==> config.mk <==
export PLATFORM = sky130hd
export DESIGN_NAME = sa_array
export DESIGN_NICKNAME = d
export VERILOG_FILES = /design/src/source/sa_pkg.sv /design/src/source/sa_stage_reg.sv /design/src/source/sa_operand_gate.sv /design/src/source/sa_multiplier.sv /design/src/source/sa_accumulator.sv /design/src/source/sa_pe.sv /design/src/source/sa_array.sv
export SDC_FILE = /design/constraint.sdc
export NUM_CORES = 2
export LEC_CHECK = 0
export ABC_AREA = 1
export BUFFER_PORTS_ARGS = -buffer_cell sky130_fd_sc_hd__buf_4
export CORE_MARGIN = 1
export CORE_UTILIZATION = 40
export CTS_CLUSTER_SIZE = 20
export DETAILED_ROUTE_END_ITERATION = 8
export GPL_ROUTABILITY_DRIVEN = 0
export PLACE_DENSITY = 0.52
export SYNTH_ARGS = -nofsm -noshare
export SYNTH_HDL_FRONTEND = slang
export SYNTH_SLANG_ARGS = --single-unit
==> constraint.sdc <==
create_clock -name i_clk -period 5.28 [get_ports i_clk]
set_clock_uncertainty 0.2 [all_clocks]
set_input_delay 0 -clock i_clk [delete_from_list [all_inputs] [get_ports i_clk]]
set_output_delay 0 -clock i_clk [all_outputs]
set_load 0.01 [all_outputs]
==> src/source/sa_pkg.sv <==
// Shared sizes and bundle types for the 2x2 integer systolic array
// Activations and weights are signed two's complement
// Sums wrap at ACC_W bits, there is no saturation
package sa_pkg;

    // ------------------------------------------------------------
    // Grid size
    // ------------------------------------------------------------
    localparam int ROWS = 2;
    localparam int COLS = 2;

    // ------------------------------------------------------------
    // Datapath widths
    // ------------------------------------------------------------
    // Signed operands
    localparam int A_W   = 8;
    localparam int B_W   = 8;
    // Full product of A_W x B_W
    localparam int P_W   = 16;
    // Accumulator and result chain
    localparam int ACC_W = 24;
    // Number of low bits that may be ignored by zero detection
    localparam int TH_W  = 2;

    // ------------------------------------------------------------
    // Pipeline depth
    // ------------------------------------------------------------
    localparam int MUL_STAGES = 2;
    // Gate reg + multiplier stages + intermediate reg
    localparam int PE_LATENCY = MUL_STAGES + 2;

    // One activation and one weight, moving together into a PE
    typedef struct packed {
        logic signed [A_W-1:0] a;
        logic signed [B_W-1:0] b;
    } operand_t;

    // Array-wide controls, broadcast to every PE
    typedef struct packed {
        // Synchronous clear of all PE state
        logic reg_clear;
        // Global stall when low
        logic pipeline_en;
        // Shift the result chain one row down
        logic cscan_en;
        // Shift the cell-enable chain one PE along
        logic cell_sc_en;
    } pe_ctrl_t;

endpackage

==> src/source/sa_stage_reg.sv <==
// Delay line of DEPTH registers for any packed payload
// DEPTH must be at least 1; all stages advance together on i_en
`timescale 1ns/1ns

module sa_stage_reg #(
    parameter type T     = logic,
    parameter int  DEPTH = 1
) (
    input  logic i_clk,
    input  logic i_rstn,
    input  logic i_clear,
    input  logic i_en,
    input  T     i_d,
    output T     o_q
);

    // Stage 0 is the newest value
    T stage_q [DEPTH];

    always_ff @(posedge i_clk or negedge i_rstn) begin
        if (!i_rstn) begin
            for (int i = 0; i < DEPTH; i++) begin
                stage_q[i] <= '0;
            end
        end else if (i_clear) begin
            for (int i = 0; i < DEPTH; i++) begin
                stage_q[i] <= '0;
            end
        end else if (i_en) begin
            stage_q[0] <= i_d;
            // Shift older values one step on
            for (int i = 1; i < DEPTH; i++) begin
                stage_q[i] <= stage_q[i-1];
            end
        end
    end

    assign o_q = stage_q[DEPTH-1];

endmodule

==> src/source/sa_operand_gate.sv <==
// Zero detection with a bit-negligence threshold, plus the operand registers
// A negative operand is never negligible, since its top bit is set
// On a negligible pair the operand registers keep their old value
`timescale 1ns/1ns

module sa_operand_gate (
    input  logic                      i_clk,
    input  logic                      i_rstn,
    input  logic                      i_clear,
    input  logic                      i_en,
    input  sa_pkg::operand_t          i_op,
    input  logic [sa_pkg::TH_W-1:0]   i_thres,
    output sa_pkg::operand_t          o_op,
    output logic                      o_zero
);

    logic             a_neg;
    logic             b_neg;
    logic             zero_d;
    logic             zero_q;
    sa_pkg::operand_t op_q;

    // ------------------------------------------------------------
    // Negligence detection
    // ------------------------------------------------------------
    // Drop the i_thres lowest bits, the rest must be all zero
    assign a_neg  = (($unsigned(i_op.a) >> i_thres) == '0);
    assign b_neg  = (($unsigned(i_op.b) >> i_thres) == '0);

    // Either side negligible makes the whole product negligible
    assign zero_d = a_neg | b_neg;

    // ------------------------------------------------------------
    // Flag register, follows the pipeline like any operand
    // ------------------------------------------------------------
    always_ff @(posedge i_clk or negedge i_rstn) begin
        if (!i_rstn) begin
            zero_q <= 1'b0;
        end else if (i_clear) begin
            zero_q <= 1'b0;
        end else if (i_en) begin
            zero_q <= zero_d;
        end
    end

    // ------------------------------------------------------------
    // Operand registers feeding the multiplier
    // ------------------------------------------------------------
    // Frozen on negligible pairs so the multiplier does not toggle
    always_ff @(posedge i_clk or negedge i_rstn) begin
        if (!i_rstn) begin
            op_q <= '0;
        end else if (i_clear) begin
            op_q <= '0;
        end else if (i_en && !zero_d) begin
            op_q <= i_op;
        end
    end

    assign o_op   = op_q;
    assign o_zero = zero_q;

endmodule

==> src/source/sa_multiplier.sv <==
// Signed integer multiplier, output retimed through MUL_STAGES registers
// The product is valid MUL_STAGES enabled cycles after the operands
// Full-width product, no truncation
`timescale 1ns/1ns

module sa_multiplier (
    input  logic                            i_clk,
    input  logic                            i_rstn,
    input  logic                            i_clear,
    input  logic                            i_en,
    input  sa_pkg::operand_t                i_op,
    output logic signed [sa_pkg::P_W-1:0]   o_prod
);

    logic signed [sa_pkg::P_W-1:0] prod_d;
    logic signed [sa_pkg::P_W-1:0] prod_q [sa_pkg::MUL_STAGES];

    // Both struct members are signed, so this is a signed multiply
    assign prod_d = i_op.a * i_op.b;

    // ------------------------------------------------------------
    // Retiming registers
    // ------------------------------------------------------------
    // Synthesis may push these back into the partial-product tree
    always_ff @(posedge i_clk or negedge i_rstn) begin
        if (!i_rstn) begin
            for (int i = 0; i < sa_pkg::MUL_STAGES; i++) begin
                prod_q[i] <= '0;
            end
        end else if (i_clear) begin
            for (int i = 0; i < sa_pkg::MUL_STAGES; i++) begin
                prod_q[i] <= '0;
            end
        end else if (i_en) begin
            prod_q[0] <= prod_d;
            for (int i = 1; i < sa_pkg::MUL_STAGES; i++) begin
                prod_q[i] <= prod_q[i-1];
            end
        end
    end

    assign o_prod = prod_q[sa_pkg::MUL_STAGES-1];

endmodule

==> src/source/sa_accumulator.sv <==
// Adder, hold register, local accumulator and scan register of one PE
// i_zero and i_cswitch must be aligned with the intermediate product
// Scanning works whenever i_scan_en is high, even in a disabled cell
`timescale 1ns/1ns

module sa_accumulator (
    input  logic                           i_clk,
    input  logic                           i_rstn,
    input  logic                           i_clear,
    input  logic                           i_en,
    input  logic                           i_scan_en,
    input  logic signed [sa_pkg::P_W-1:0]  i_prod,
    input  logic                           i_zero,
    input  logic                           i_cswitch,
    input  logic [sa_pkg::ACC_W-1:0]       i_chain,
    output logic [sa_pkg::ACC_W-1:0]       o_chain
);

    // Intermediate stage between multiplier and adder
    logic signed [sa_pkg::P_W-1:0]  mul_q;
    logic signed [sa_pkg::P_W-1:0]  mul_gated;

    logic [sa_pkg::ACC_W-1:0]       acc_q;
    logic [sa_pkg::ACC_W-1:0]       sc_q;
    logic [sa_pkg::ACC_W-1:0]       hold_q;
    logic [sa_pkg::ACC_W-1:0]       acc_src;
    logic [sa_pkg::ACC_W-1:0]       add_op;
    logic [sa_pkg::ACC_W-1:0]       acc_sum;
    logic [sa_pkg::ACC_W-1:0]       sc_d;
    logic                           acc_en;
    logic                           sc_en;

    // ------------------------------------------------------------
    // Intermediate product register
    // ------------------------------------------------------------
    always_ff @(posedge i_clk or negedge i_rstn) begin
        if (!i_rstn) begin
            mul_q <= '0;
        end else if (i_clear) begin
            mul_q <= '0;
        end else if (i_en) begin
            mul_q <= i_prod;
        end
    end

    // A negligible pair on a context switch cannot be skipped,
    // its stale product is forced to zero instead
    assign mul_gated = (i_zero && i_cswitch) ? '0 : mul_q;

    // ------------------------------------------------------------
    // Adder operand selection
    // ------------------------------------------------------------
    // Context switch starts the new sum from the scanned-in value
    assign acc_src = i_cswitch ? sc_q : acc_q;

    // Negligible cycle replays the last operand, adder stays still
    assign add_op  = (i_zero && !i_cswitch) ? hold_q : acc_src;

    assign acc_sum = add_op
                   + {{(sa_pkg::ACC_W-sa_pkg::P_W){mul_gated[sa_pkg::P_W-1]}}, mul_gated};

    // Hold register, loads every cycle
    always_ff @(posedge i_clk or negedge i_rstn) begin
        if (!i_rstn) begin
            hold_q <= '0;
        end else if (i_clear) begin
            hold_q <= '0;
        end else begin
            hold_q <= add_op;
        end
    end

    // ------------------------------------------------------------
    // Local accumulator
    // ------------------------------------------------------------
    // Skips negligible cycles unless a context switch is due
    assign acc_en = i_en & (i_cswitch | ~i_zero);

    always_ff @(posedge i_clk or negedge i_rstn) begin
        if (!i_rstn) begin
            acc_q <= '0;
        end else if (i_clear) begin
            acc_q <= '0;
        end else if (acc_en) begin
            acc_q <= acc_sum;
        end
    end

    // ------------------------------------------------------------
    // Scan register and context switch
    // ------------------------------------------------------------
    assign sc_en = i_scan_en | (i_cswitch & i_en);

    // Old sum parks here on a switch, otherwise take the row above
    assign sc_d  = i_cswitch ? acc_q : i_chain;

    always_ff @(posedge i_clk or negedge i_rstn) begin
        if (!i_rstn) begin
            sc_q <= '0;
        end else if (i_clear) begin
            sc_q <= '0;
        end else if (sc_en) begin
            sc_q <= sc_d;
        end
    end

    assign o_chain = sc_q;

endmodule

==> src/source/sa_pe.sv <==
// One multiply-accumulate processing element of the systolic array
// Pipeline registers advance only when pipeline_en and i_cell_en are both high
// i_cswitch must arrive PE_LATENCY enabled cycles after the last pair it closes
`timescale 1ns/1ns

module sa_pe (
    input  logic                        i_clk,
    input  logic                        i_rstn,
    input  sa_pkg::pe_ctrl_t            i_ctrl,
    input  sa_pkg::operand_t            i_op,
    input  logic [sa_pkg::ACC_W-1:0]    i_c,
    input  logic                        i_cell_en,
    input  logic                        i_cswitch,
    input  logic [sa_pkg::TH_W-1:0]     i_thres,
    output sa_pkg::operand_t            o_op,
    output logic [sa_pkg::ACC_W-1:0]    o_c,
    output logic                        o_cell_en,
    output logic                        o_cswitch
);

    // ------------------------------------------------------------
    // Control
    // ------------------------------------------------------------
    logic                           pe_en;
    logic                           scan_en;
    logic                           cell_en_q;

    // Datapath chain
    sa_pkg::operand_t               gated_op;
    logic                           zero_gate;
    logic                           zero_add;
    logic signed [sa_pkg::P_W-1:0]  prod;

    // Element enable, stalls the whole local pipeline
    assign pe_en   = i_cell_en & i_ctrl.pipeline_en;

    // Result chain shifts regardless of the cell enable
    assign scan_en = i_ctrl.cscan_en & i_ctrl.pipeline_en;

    // ------------------------------------------------------------
    // Propagation registers
    // ------------------------------------------------------------
    // Activation goes right, weight goes down, both in one struct
    sa_stage_reg #(
        .T     (sa_pkg::operand_t),
        .DEPTH (1)
    ) u_prop_op (
        .i_clk   (i_clk),
        .i_rstn  (i_rstn),
        .i_clear (i_ctrl.reg_clear),
        .i_en    (pe_en),
        .i_d     (i_op),
        .o_q     (o_op)
    );

    // Context switch follows the activation skew along the row
    sa_stage_reg #(
        .T     (logic),
        .DEPTH (1)
    ) u_prop_cs (
        .i_clk   (i_clk),
        .i_rstn  (i_rstn),
        .i_clear (i_ctrl.reg_clear),
        .i_en    (pe_en),
        .i_d     (i_cswitch),
        .o_q     (o_cswitch)
    );

    // ------------------------------------------------------------
    // Datapath: gate, multiplier, accumulator
    // ------------------------------------------------------------
    sa_operand_gate u_gate (
        .i_clk   (i_clk),
        .i_rstn  (i_rstn),
        .i_clear (i_ctrl.reg_clear),
        .i_en    (pe_en),
        .i_op    (i_op),
        .i_thres (i_thres),
        .o_op    (gated_op),
        .o_zero  (zero_gate)
    );

    sa_multiplier u_mul (
        .i_clk   (i_clk),
        .i_rstn  (i_rstn),
        .i_clear (i_ctrl.reg_clear),
        .i_en    (pe_en),
        .i_op    (gated_op),
        .o_prod  (prod)
    );

    // Zero flag shim, multiplier stages plus the intermediate register
    sa_stage_reg #(
        .T     (logic),
        .DEPTH (sa_pkg::MUL_STAGES + 1)
    ) u_zero_shim (
        .i_clk   (i_clk),
        .i_rstn  (i_rstn),
        .i_clear (i_ctrl.reg_clear),
        .i_en    (pe_en),
        .i_d     (zero_gate),
        .o_q     (zero_add)
    );

    sa_accumulator u_acc (
        .i_clk     (i_clk),
        .i_rstn    (i_rstn),
        .i_clear   (i_ctrl.reg_clear),
        .i_en      (pe_en),
        .i_scan_en (scan_en),
        .i_prod    (prod),
        .i_zero    (zero_add),
        .i_cswitch (i_cswitch),
        .i_chain   (i_c),
        .o_chain   (o_c)
    );

    // ------------------------------------------------------------
    // Cell-enable scan chain
    // ------------------------------------------------------------
    always_ff @(posedge i_clk or negedge i_rstn) begin
        if (!i_rstn) begin
            cell_en_q <= 1'b0;
        end else if (i_ctrl.reg_clear) begin
            cell_en_q <= 1'b0;
        end else if (i_ctrl.cell_sc_en) begin
            cell_en_q <= i_cell_en;
        end
    end

    assign o_cell_en = cell_en_q;

endmodule

==> src/source/sa_array.sv <==
// Top level: ROWS x COLS grid of sa_pe elements
// Row r activations and column c weights must be skewed by r and c cycles
// Results leave at the bottom, lowest row first
`timescale 1ns/1ns

module sa_array (
    input  logic                                          i_clk,
    input  logic                                          i_rstn,
    input  sa_pkg::pe_ctrl_t                              i_ctrl,
    input  logic [sa_pkg::ROWS-1:0][sa_pkg::A_W-1:0]      i_a,
    input  logic [sa_pkg::COLS-1:0][sa_pkg::B_W-1:0]      i_b,
    input  logic [sa_pkg::COLS-1:0][sa_pkg::ACC_W-1:0]    i_c,
    input  logic [sa_pkg::ROWS-1:0]                       i_cswitch,
    input  logic                                          i_cell_en,
    input  logic [sa_pkg::TH_W-1:0]                       i_thres,
    output logic [sa_pkg::COLS-1:0][sa_pkg::ACC_W-1:0]    o_c,
    output logic                                          o_cell_en
);

    localparam int N_PE = sa_pkg::ROWS * sa_pkg::COLS;

    // Outputs of every PE
    sa_pkg::operand_t         op_out [sa_pkg::ROWS][sa_pkg::COLS];
    logic [sa_pkg::ACC_W-1:0] c_out  [sa_pkg::ROWS][sa_pkg::COLS];
    logic                     cs_out [sa_pkg::ROWS][sa_pkg::COLS];

    // Cell-enable chain, flat in row-major order
    logic                     ce_link [N_PE+1];

    assign ce_link[0] = i_cell_en;
    assign o_cell_en  = ce_link[N_PE];

    for (genvar r = 0; r < sa_pkg::ROWS; r++) begin : g_row
        for (genvar c = 0; c < sa_pkg::COLS; c++) begin : g_col
            sa_pkg::operand_t         op_in;
            logic [sa_pkg::ACC_W-1:0] c_in;
            logic                     cs_in;

            // Left edge takes ports, inner columns take the left neighbour
            if (c == 0) begin : g_left
                assign op_in.a = i_a[r];
                assign cs_in   = i_cswitch[r];
            end else begin : g_inner_col
                assign op_in.a = op_out[r][c-1].a;
                assign cs_in   = cs_out[r][c-1];
            end

            // Top edge takes ports, inner rows take the PE above
            if (r == 0) begin : g_top
                assign op_in.b = i_b[c];
                assign c_in    = i_c[c];
            end else begin : g_inner_row
                assign op_in.b = op_out[r-1][c].b;
                assign c_in    = c_out[r-1][c];
            end

            sa_pe u_pe (
                .i_clk     (i_clk),
                .i_rstn    (i_rstn),
                .i_ctrl    (i_ctrl),
                .i_op      (op_in),
                .i_c       (c_in),
                .i_cell_en (ce_link[r*sa_pkg::COLS + c]),
                .i_cswitch (cs_in),
                .i_thres   (i_thres),
                .o_op      (op_out[r][c]),
                .o_c       (c_out[r][c]),
                .o_cell_en (ce_link[r*sa_pkg::COLS + c + 1]),
                .o_cswitch (cs_out[r][c])
            );
        end

        // Bottom row drives the result ports
        if (r == sa_pkg::ROWS - 1) begin : g_bottom
            for (genvar c = 0; c < sa_pkg::COLS; c++) begin : g_out
                assign o_c[c] = c_out[r][c];
            end
        end
    end

endmodule

== After elaboration in Yosys (flattened, before gate mapping) ==
Index checks and enable logic that the tools add are counted.

* Add/subtract/negate cells: 4
* Multiply operators: 4
* Shift-type cells: 8
* Muxes and demuxes: 94
* Bitwise gates (word level): 29
* Reductions and logical operators: 45

{| class="wikitable"
|+ Operators with widths
! cell !! number
|-
| $mux 24 || 32
|-
| $mux 16 || 24
|-
| $mux 32 || 8
|-
| $add 24x24->24 || 4
|-
| $logic_not 8->1 || 8
|-
| $mul 8x8->16 || 4
|-
| $shr 8x2->8 || 8
|-
| $reduce_bool 2->1 || 17
|-
| $mux 3 || 8
|-
| $mux 1 || 20
|-
| $mux 8 || 2
|-
| $and 1x1->1 || 13
|-
| $logic_and 1x1->1 || 12
|-
| $or 1x1->1 || 12
|-
| $logic_not 1->1 || 8
|-
| $not 1->1 || 4
|}

* Register bits: 598
* Input port bits: 91
* Output and inout bits: 49
* Logic and storage cells: 242

== Depth between registers and ports, before layout ==
* Depth after elaboration: 7
* Depth in mapped cells: 23

== By module ==
Synthesis repeated with hierarchy kept, for this count alone.

* Cells, all modules: 6,227
* Area, all modules: 45,920.3 µm²

{| class="wikitable"
|+ Modules (own cells, without submodules)
! module !! instances !! cells each !! area an instance (µm²)
|-
| sa_accumulator (g_row[0].g_col[0].u_pe.u_acc ...) || 3 || 796 || 5,579.1
|-
| sa_accumulator (g_row[1].g_col[0].u_pe.u_acc) || 1 || 797 || 5,723.0
|-
| sa_multiplier (g_row[1].g_col[0].u_pe.u_mul) || 1 || 548 || 4,121.5
|-
| sa_multiplier (g_row[1].g_col[1].u_pe.u_mul) || 1 || 529 || 4,106.4
|-
| sa_multiplier (g_row[0].g_col[1].u_pe.u_mul) || 1 || 530 || 4,052.6
|-
| sa_multiplier (g_row[0].g_col[0].u_pe.u_mul) || 1 || 531 || 4,032.6
|-
| sa_operand_gate || 4 || 126 || 910.9
|-
| sa_stage_reg (g_row[0].g_col[0].u_pe.u_prop_op ...) || 4 || 70 || 648.1
|-
| sa_stage_reg (g_row[0].g_col[0].u_pe.u_zero_shim ...) || 4 || 14 || 122.6
|-
| sa_pe || 4 || 10 || 60.1
|-
| sa_stage_reg (g_row[0].g_col[0].u_pe.u_prop_cs ...) || 4 || 6 || 45.0
|}

== Worst setup path after synthesis ==
No wires, ideal clock.

* Kind: flip-flop to flip-flop
* From: register g_row[0].g_col[0].u_pe.u_gate.op_q (netlist bit g_row[0].g_col[0].u_pe.u_gate.o_op[2])
* To: register g_row[0].g_col[0].u_pe.u_mul.prod_q[31] in the netlist's numbering
* Setup time: 0.117 ns
* Data arrival time: 3.826 ns
* Data required time: 4.963 ns
* Path slack: 1.136 ns
* Cell stages (with the launch flop): 19
* Path buffers: 1
* Period minus slack after synthesis: 4.144 ns
* Cells stage by stage: dfrtp_1 clkbuf_1 nand2_1 fa_1 fa_1 fa_1 inv_1 fa_1 ha_1 nand2_1 nand2_1 inv_1 nor2_1 nor2_1 nand2_1 nor2_1 nand3_1 nand3_1 nand2_1

* Word-level cells in the longest chain between the ends: 3

{| class="wikitable"
|+ RTL lines
! what !! RTL line !! RTL
|-
| from (decl) || sa_operand_gate.sv:21 || <nowiki>sa_pkg::operand_t op_q;</nowiki>
|-
| from (signal assigned) || sa_operand_gate.sv:56 || <nowiki>op_q <= i_op;</nowiki>
|-
| $mul 8x8->16 || sa_multiplier.sv:19 || <nowiki>assign prod_d = i_op.a * i_op.b;</nowiki>
|-
| $mux 32 || sa_multiplier.sv:34 || <nowiki>end else if (i_en) begin</nowiki>
|-
| $mux 32 || sa_multiplier.sv:30 || <nowiki>end else if (i_clear) begin</nowiki>
|-
| to (signal, indexed assignment) || sa_multiplier.sv:37 || <nowiki>prod_q[i] <= prod_q[i-1];</nowiki>
|-
| to (decl) || sa_multiplier.sv:16 || <nowiki>logic signed [sa_pkg::P_W-1:0] prod_q [sa_pkg::MUL_STAGES];</nowiki>
|}

No other way between the ends. The select of a mux whose other input is x is not followed.
A chain may end at the register's enable or synchronous reset.

== Worst setup path after layout ==
* From: register g_row[1].g_col[1].u_pe.u_gate.op_q (netlist bit g_row[1].g_col[1].u_pe.u_gate.o_op[2])
* To: register g_row[1].g_col[1].u_pe.u_mul.prod_q[30] in the netlist's numbering

* Word-level cells in the longest chain between the ends: 3

{| class="wikitable"
|+ RTL lines
! what !! RTL line
|-
| from (decl) || sa_operand_gate.sv:21
|-
| from (signal assigned) || sa_operand_gate.sv:56
|-
| $mul 8x8->16 || sa_multiplier.sv:19
|-
| $mux 32 || sa_multiplier.sv:34
|-
| $mux 32 || sa_multiplier.sv:30
|-
| to (signal, indexed assignment) || sa_multiplier.sv:37
|-
| to (decl) || sa_multiplier.sv:16
|}

No other way between the ends. The select of a mux whose other input is x is not followed.

==> impl_metrics.py <==
metrics = {
    "global_routing": {
        "overflow": 0,
        "grt_pass1_wl_mm": 205,
        "grt_max_degree": 170,
        "antenna_found_initial": 1,
        "grt_pass1_vias": 36450,
        "grt_usage": 0.234,
    },
    "setup_path": {
        "max_stage_delay_ps": 560,
        "cp.arrival_ps": 4820,
        "path_delay_family": "adder cells",
        "path_cells": "nand2_1, fa_1, inv_1, fa_1, fa_1, inv_1, fa_1, inv_1, ha_1, a21oi_1, o21ai_0, nand2_1, nand3_1, nand2_1, nand2_1, o21ai_0",
        "endpoint_kind": "register",
        "cp_max_fo": 9,
        "rrSetupSlack_ps": 800,
        "crit_required_ps": 5620,
        "cp-start-kind": "register",
        "reg2reg_to": "g_row[1].g_col[1].u_pe.u_mul.prod_q[30]",
        "crit_path_top_delay_cell": "dfrtp_1",
        "r2r_start": "g_row[1].g_col[1].u_pe.u_gate.o_op[2]",
        "critPathBufInv": 3,
        "path_class": "register to register",
        "reg2regPathDepth": 16,
    },
    "hold_path": {
        "whs_endpoint": "g_row[0].g_col[1].u_pe.u_acc.o_chain[17]",
        "min_path_cells": 4,
        "hold_path.class": "primary input to register",
        "min-delay-start": "i_c[41]",
    },
    "synth": {
        "synth_warnings": 0,
        "synth_cells": 5909,
        "synth_seq_cells": 598,
        "synth_top_flop_cell": "dfrtp_1",
        "synth_xor_area_frac": 0.00421,
        "syn_area_per_cell_um2": 7.39,
        "yosysSeqAreaShare": 0.343,
        "synth_top_area_frac": 0.343,
        "yosysTopAreaCell": "dfrtp_1",
        "synth_edf_count": 0,
        "synth_compound_area_frac": 0.127,
        "syn-cell-area_um2": 43600,
        "async_reset_ff_frac": 1.00,
        "synth_area_leaders": "dfrtp_1 34%, nand2_1 14%, inv_1 12%",
        "synth_top_family_by_area": "simple AND/OR/NAND/NOR gates",
        "synthAdderAreaFrac": 0.162,
        "synth-simple-area-share": 0.220,
        "synth_cell_types": 42,
        "syn-num-nets": 6432,
        "synth_mux_area_frac": 0,
    },
    "route": {
        "routed_wl_mm": 127,
        "vias": 37079,
        "drc": 0,
        "wl_per_cell_um": 16.9,
        "vias_per_cell": 4.94,
        "drt_first_pass_iters": 6,
        "drt_first_iter_violations": 2768,
        "ant_nets": 0,
    },
    "placement": {
        "port_buffers": 139,
        "hpwl_mm": 94.9,
    },
    "clock_tree": {
        "cts_setup_buffers": 0,
        "cts_root_buffer": "clkbuf_16",
        "clkTransAtPathRegs_ps": 60,
        "clk_latency_ps": 640,
        "cts_tree": "built",
        "cts_made_buffers": 74,
        "clockBufferDepth": 3,
        "ctsHtreeMaxLevel": 3,
        "cts_num_sinks": 598,
    },
    "sta": {
        "hold_violations": 0,
        "clock.fmax_mhz": 223,
        "fin_tns_setup_ps": 0,
        "holdWs_ps": 42.8,
        "worst_slew_pin_slew_ps": 1140,
        "slew-limit-headroom": 0.237,
        "setup-violations-final": 0,
        "finalCritPeriodShare": 0.848,
        "rsz0062_at_grt": "no",
        "drv_slew": 0,
        "period_needed_ps": 4480,
    },
    "floorplan": {
        "rows": 120,
        "fp.dieArea_um2": 110000,
        "fp.dieW_um": 332,
        "start_util": 0.405,
        "io_pins": 140,
        "die_h_um": 332,
        "core_area_um2": 108000,
    },
    "final_layout": {
        "layout-drive-gt1-share": 0.0665,
        "fillers": 10859,
        "fin_nets": 6572,
        "syn_to_final_growth_pct": 13.4,
        "antenna_cells": 0,
    },
    "power_and_ir_drop": {
        "leakagePower_nw": 26.4,
        "power_density_nw_per_um2": 230,
        "finalPower_mw": 11.4,
        "peakVddDrop_uv": 222,
    },
    "run_status": {
        "outcome": "complete, no violations",
    },
    "run": {
        "maxCapViolCount": 0,
    },
}
==> sequential cells by signal (all words and copies together), names as in the netlist <==
signal                                count
g_row.g_col.u_pe.u_acc.o_chain           96
g_row.g_col.u_pe.u_mul.o_prod            64
g_row.g_col.u_pe.u_mul.prod_q            64
g_row.g_col.u_pe.u_acc.hold_q            96
g_row.g_col.u_pe.u_zero_shim.stage_q      8
g_row.g_col.u_pe.u_acc.acc_q             96
g_row.g_col.u_pe.u_gate.o_op             64
g_row.g_col.u_pe.u_prop_cs.o_q            2
g_row.g_col.u_pe.o_cell_en                4
g_row.g_col.u_pe.u_zero_shim.o_q          4
g_row.g_col.u_pe.u_prop_op.o_q           32
g_row.g_col.u_pe.u_gate.o_zero            4
g_row.g_col.u_pe.u_acc.mul_q             64
==> metrics by stage <==
step	util	worst slack [ps]	std cells	instance area, um2
3_3_place_gp	0.424	827	7245	45600
2_1_floorplan	-	1140	5909	43600
3_5_place_dp	0.424	801	7245	45600
5_1_grt	0.460	393	7509	49500
4_1_cts	0.460	793	7509	49500
6_report	0.460	805	7509	49500
==> worst register-to-register path, delay by kind of cell, from the launching register on <==
kind,cells,cell delay [ps]
AND/OR/NAND/NOR,5,520
buffers and inverters,3,160
AO/OA/AOI/OAI,3,610
flip-flops,1,560
adder cells (fa/ha/maj),5,2340
==> cells in the final DEF, fill, tap and decap left out, types with 9 or more instances in the layout <==
master         count
o21ai_0          286
a31oi_1           26
clkbuf_1          18
inv_2             24
clkbuf_8          16
clkbuf_16         74
o21bai_1          12
buf_4            163
o21ai_1           34
nor2_1           448
dfrtp_1          596
dlygate4sd3_1    130
clkinv_2          10
a221oi_2          60
nand3_1          238
nand3b_1          14
o22ai_1          186
and2_1            25
a221oi_1           9
o211ai_1         104
a21oi_1          120
inv_1           1339
nand4_1           32
ha_1             208
xnor2_1           16
nor3_1             9
nand2_1         1607
fa_1             224
==> synth_stat cells, types with 60 or more instances <==
cell type and n:
a21oi_1 120, a221oi_2 60, buf_2 91, clkbuf_1 106
dfrtp_1 598, fa_1 224, ha_1 208, inv_1 1339
nand2_1 1607, nand3_1 238, nor2_1 451, o211ai_1 104
o21ai_0 286, o22ai_1 186
==> report_power, final <==
| part | switching, mW | total [mW] | internal [mW] |
|---|---|---|---|
| registers | 0.168 | 4.89 | 4.72 |
| logic | 0.771 | 1.19 | 0.422 |
| clock network | 2.10 | 5.31 | 3.21 |
==> area by class of cell <==
cell class / instances / area [um2] / area share
clock buffer: 108 / 2140 / 0.0432
clock inverter: 25 / 367 / 0.00741
inverter: 1369 / 5160 / 0.104
multi-input combinational: 3708 / 22500 / 0.454
sequential: 598 / 15000 / 0.302
tap: 1403 / 1760 / 0.0355
timing repair buffer: 298 / 2630 / 0.0531
==> routing by layer <==
metal	wire length (um)	vias to the layer above	GRT usage
li1	-	18506	-
met1	62600	17621	0.348
met2	55200	789	0.355
met3	5400	163	0.0243
met4	3770	0	0.0706
met5	0	-	0
==> repair_timing <==
action | in CTS | in global routing
endpoints found under the hold margin | 889 | 0
gates resized for setup | 0 | 0
hold buffers | 131 | 0
==> logic make-up after synthesis <==
family          after synthesis
xor+xnor                     21
buf+inv                    1603
simple gates               2399
compound gates              856
fa+ha+maj                   432
flops                       598
==> how the worst max path moves through the flow <==
stage                                                start                                      end  cells past startpoint
floorplan            g_row[0].g_col[0].u_pe.u_gate.o_op[2]  g_row[0].g_col[0].u_pe.u_mul.prod_q[31]                     18
finish               g_row[1].g_col[1].u_pe.u_gate.o_op[2]  g_row[1].g_col[1].u_pe.u_mul.prod_q[30]                     16
global placement     g_row[0].g_col[1].u_pe.u_gate.o_op[2]  g_row[0].g_col[1].u_pe.u_mul.prod_q[31]                     16
CTS                 g_row[0].g_col[1].u_pe.u_gate.o_op[15]  g_row[0].g_col[1].u_pe.u_mul.prod_q[31]                     16
global route        g_row[0].g_col[1].u_pe.u_gate.o_op[15]  g_row[0].g_col[1].u_pe.u_mul.prod_q[31]                     16
detailed placement   g_row[1].g_col[1].u_pe.u_gate.o_op[2]  g_row[1].g_col[1].u_pe.u_mul.prod_q[31]                     17
No activity file was read; power rests on OpenSTA's default activity.
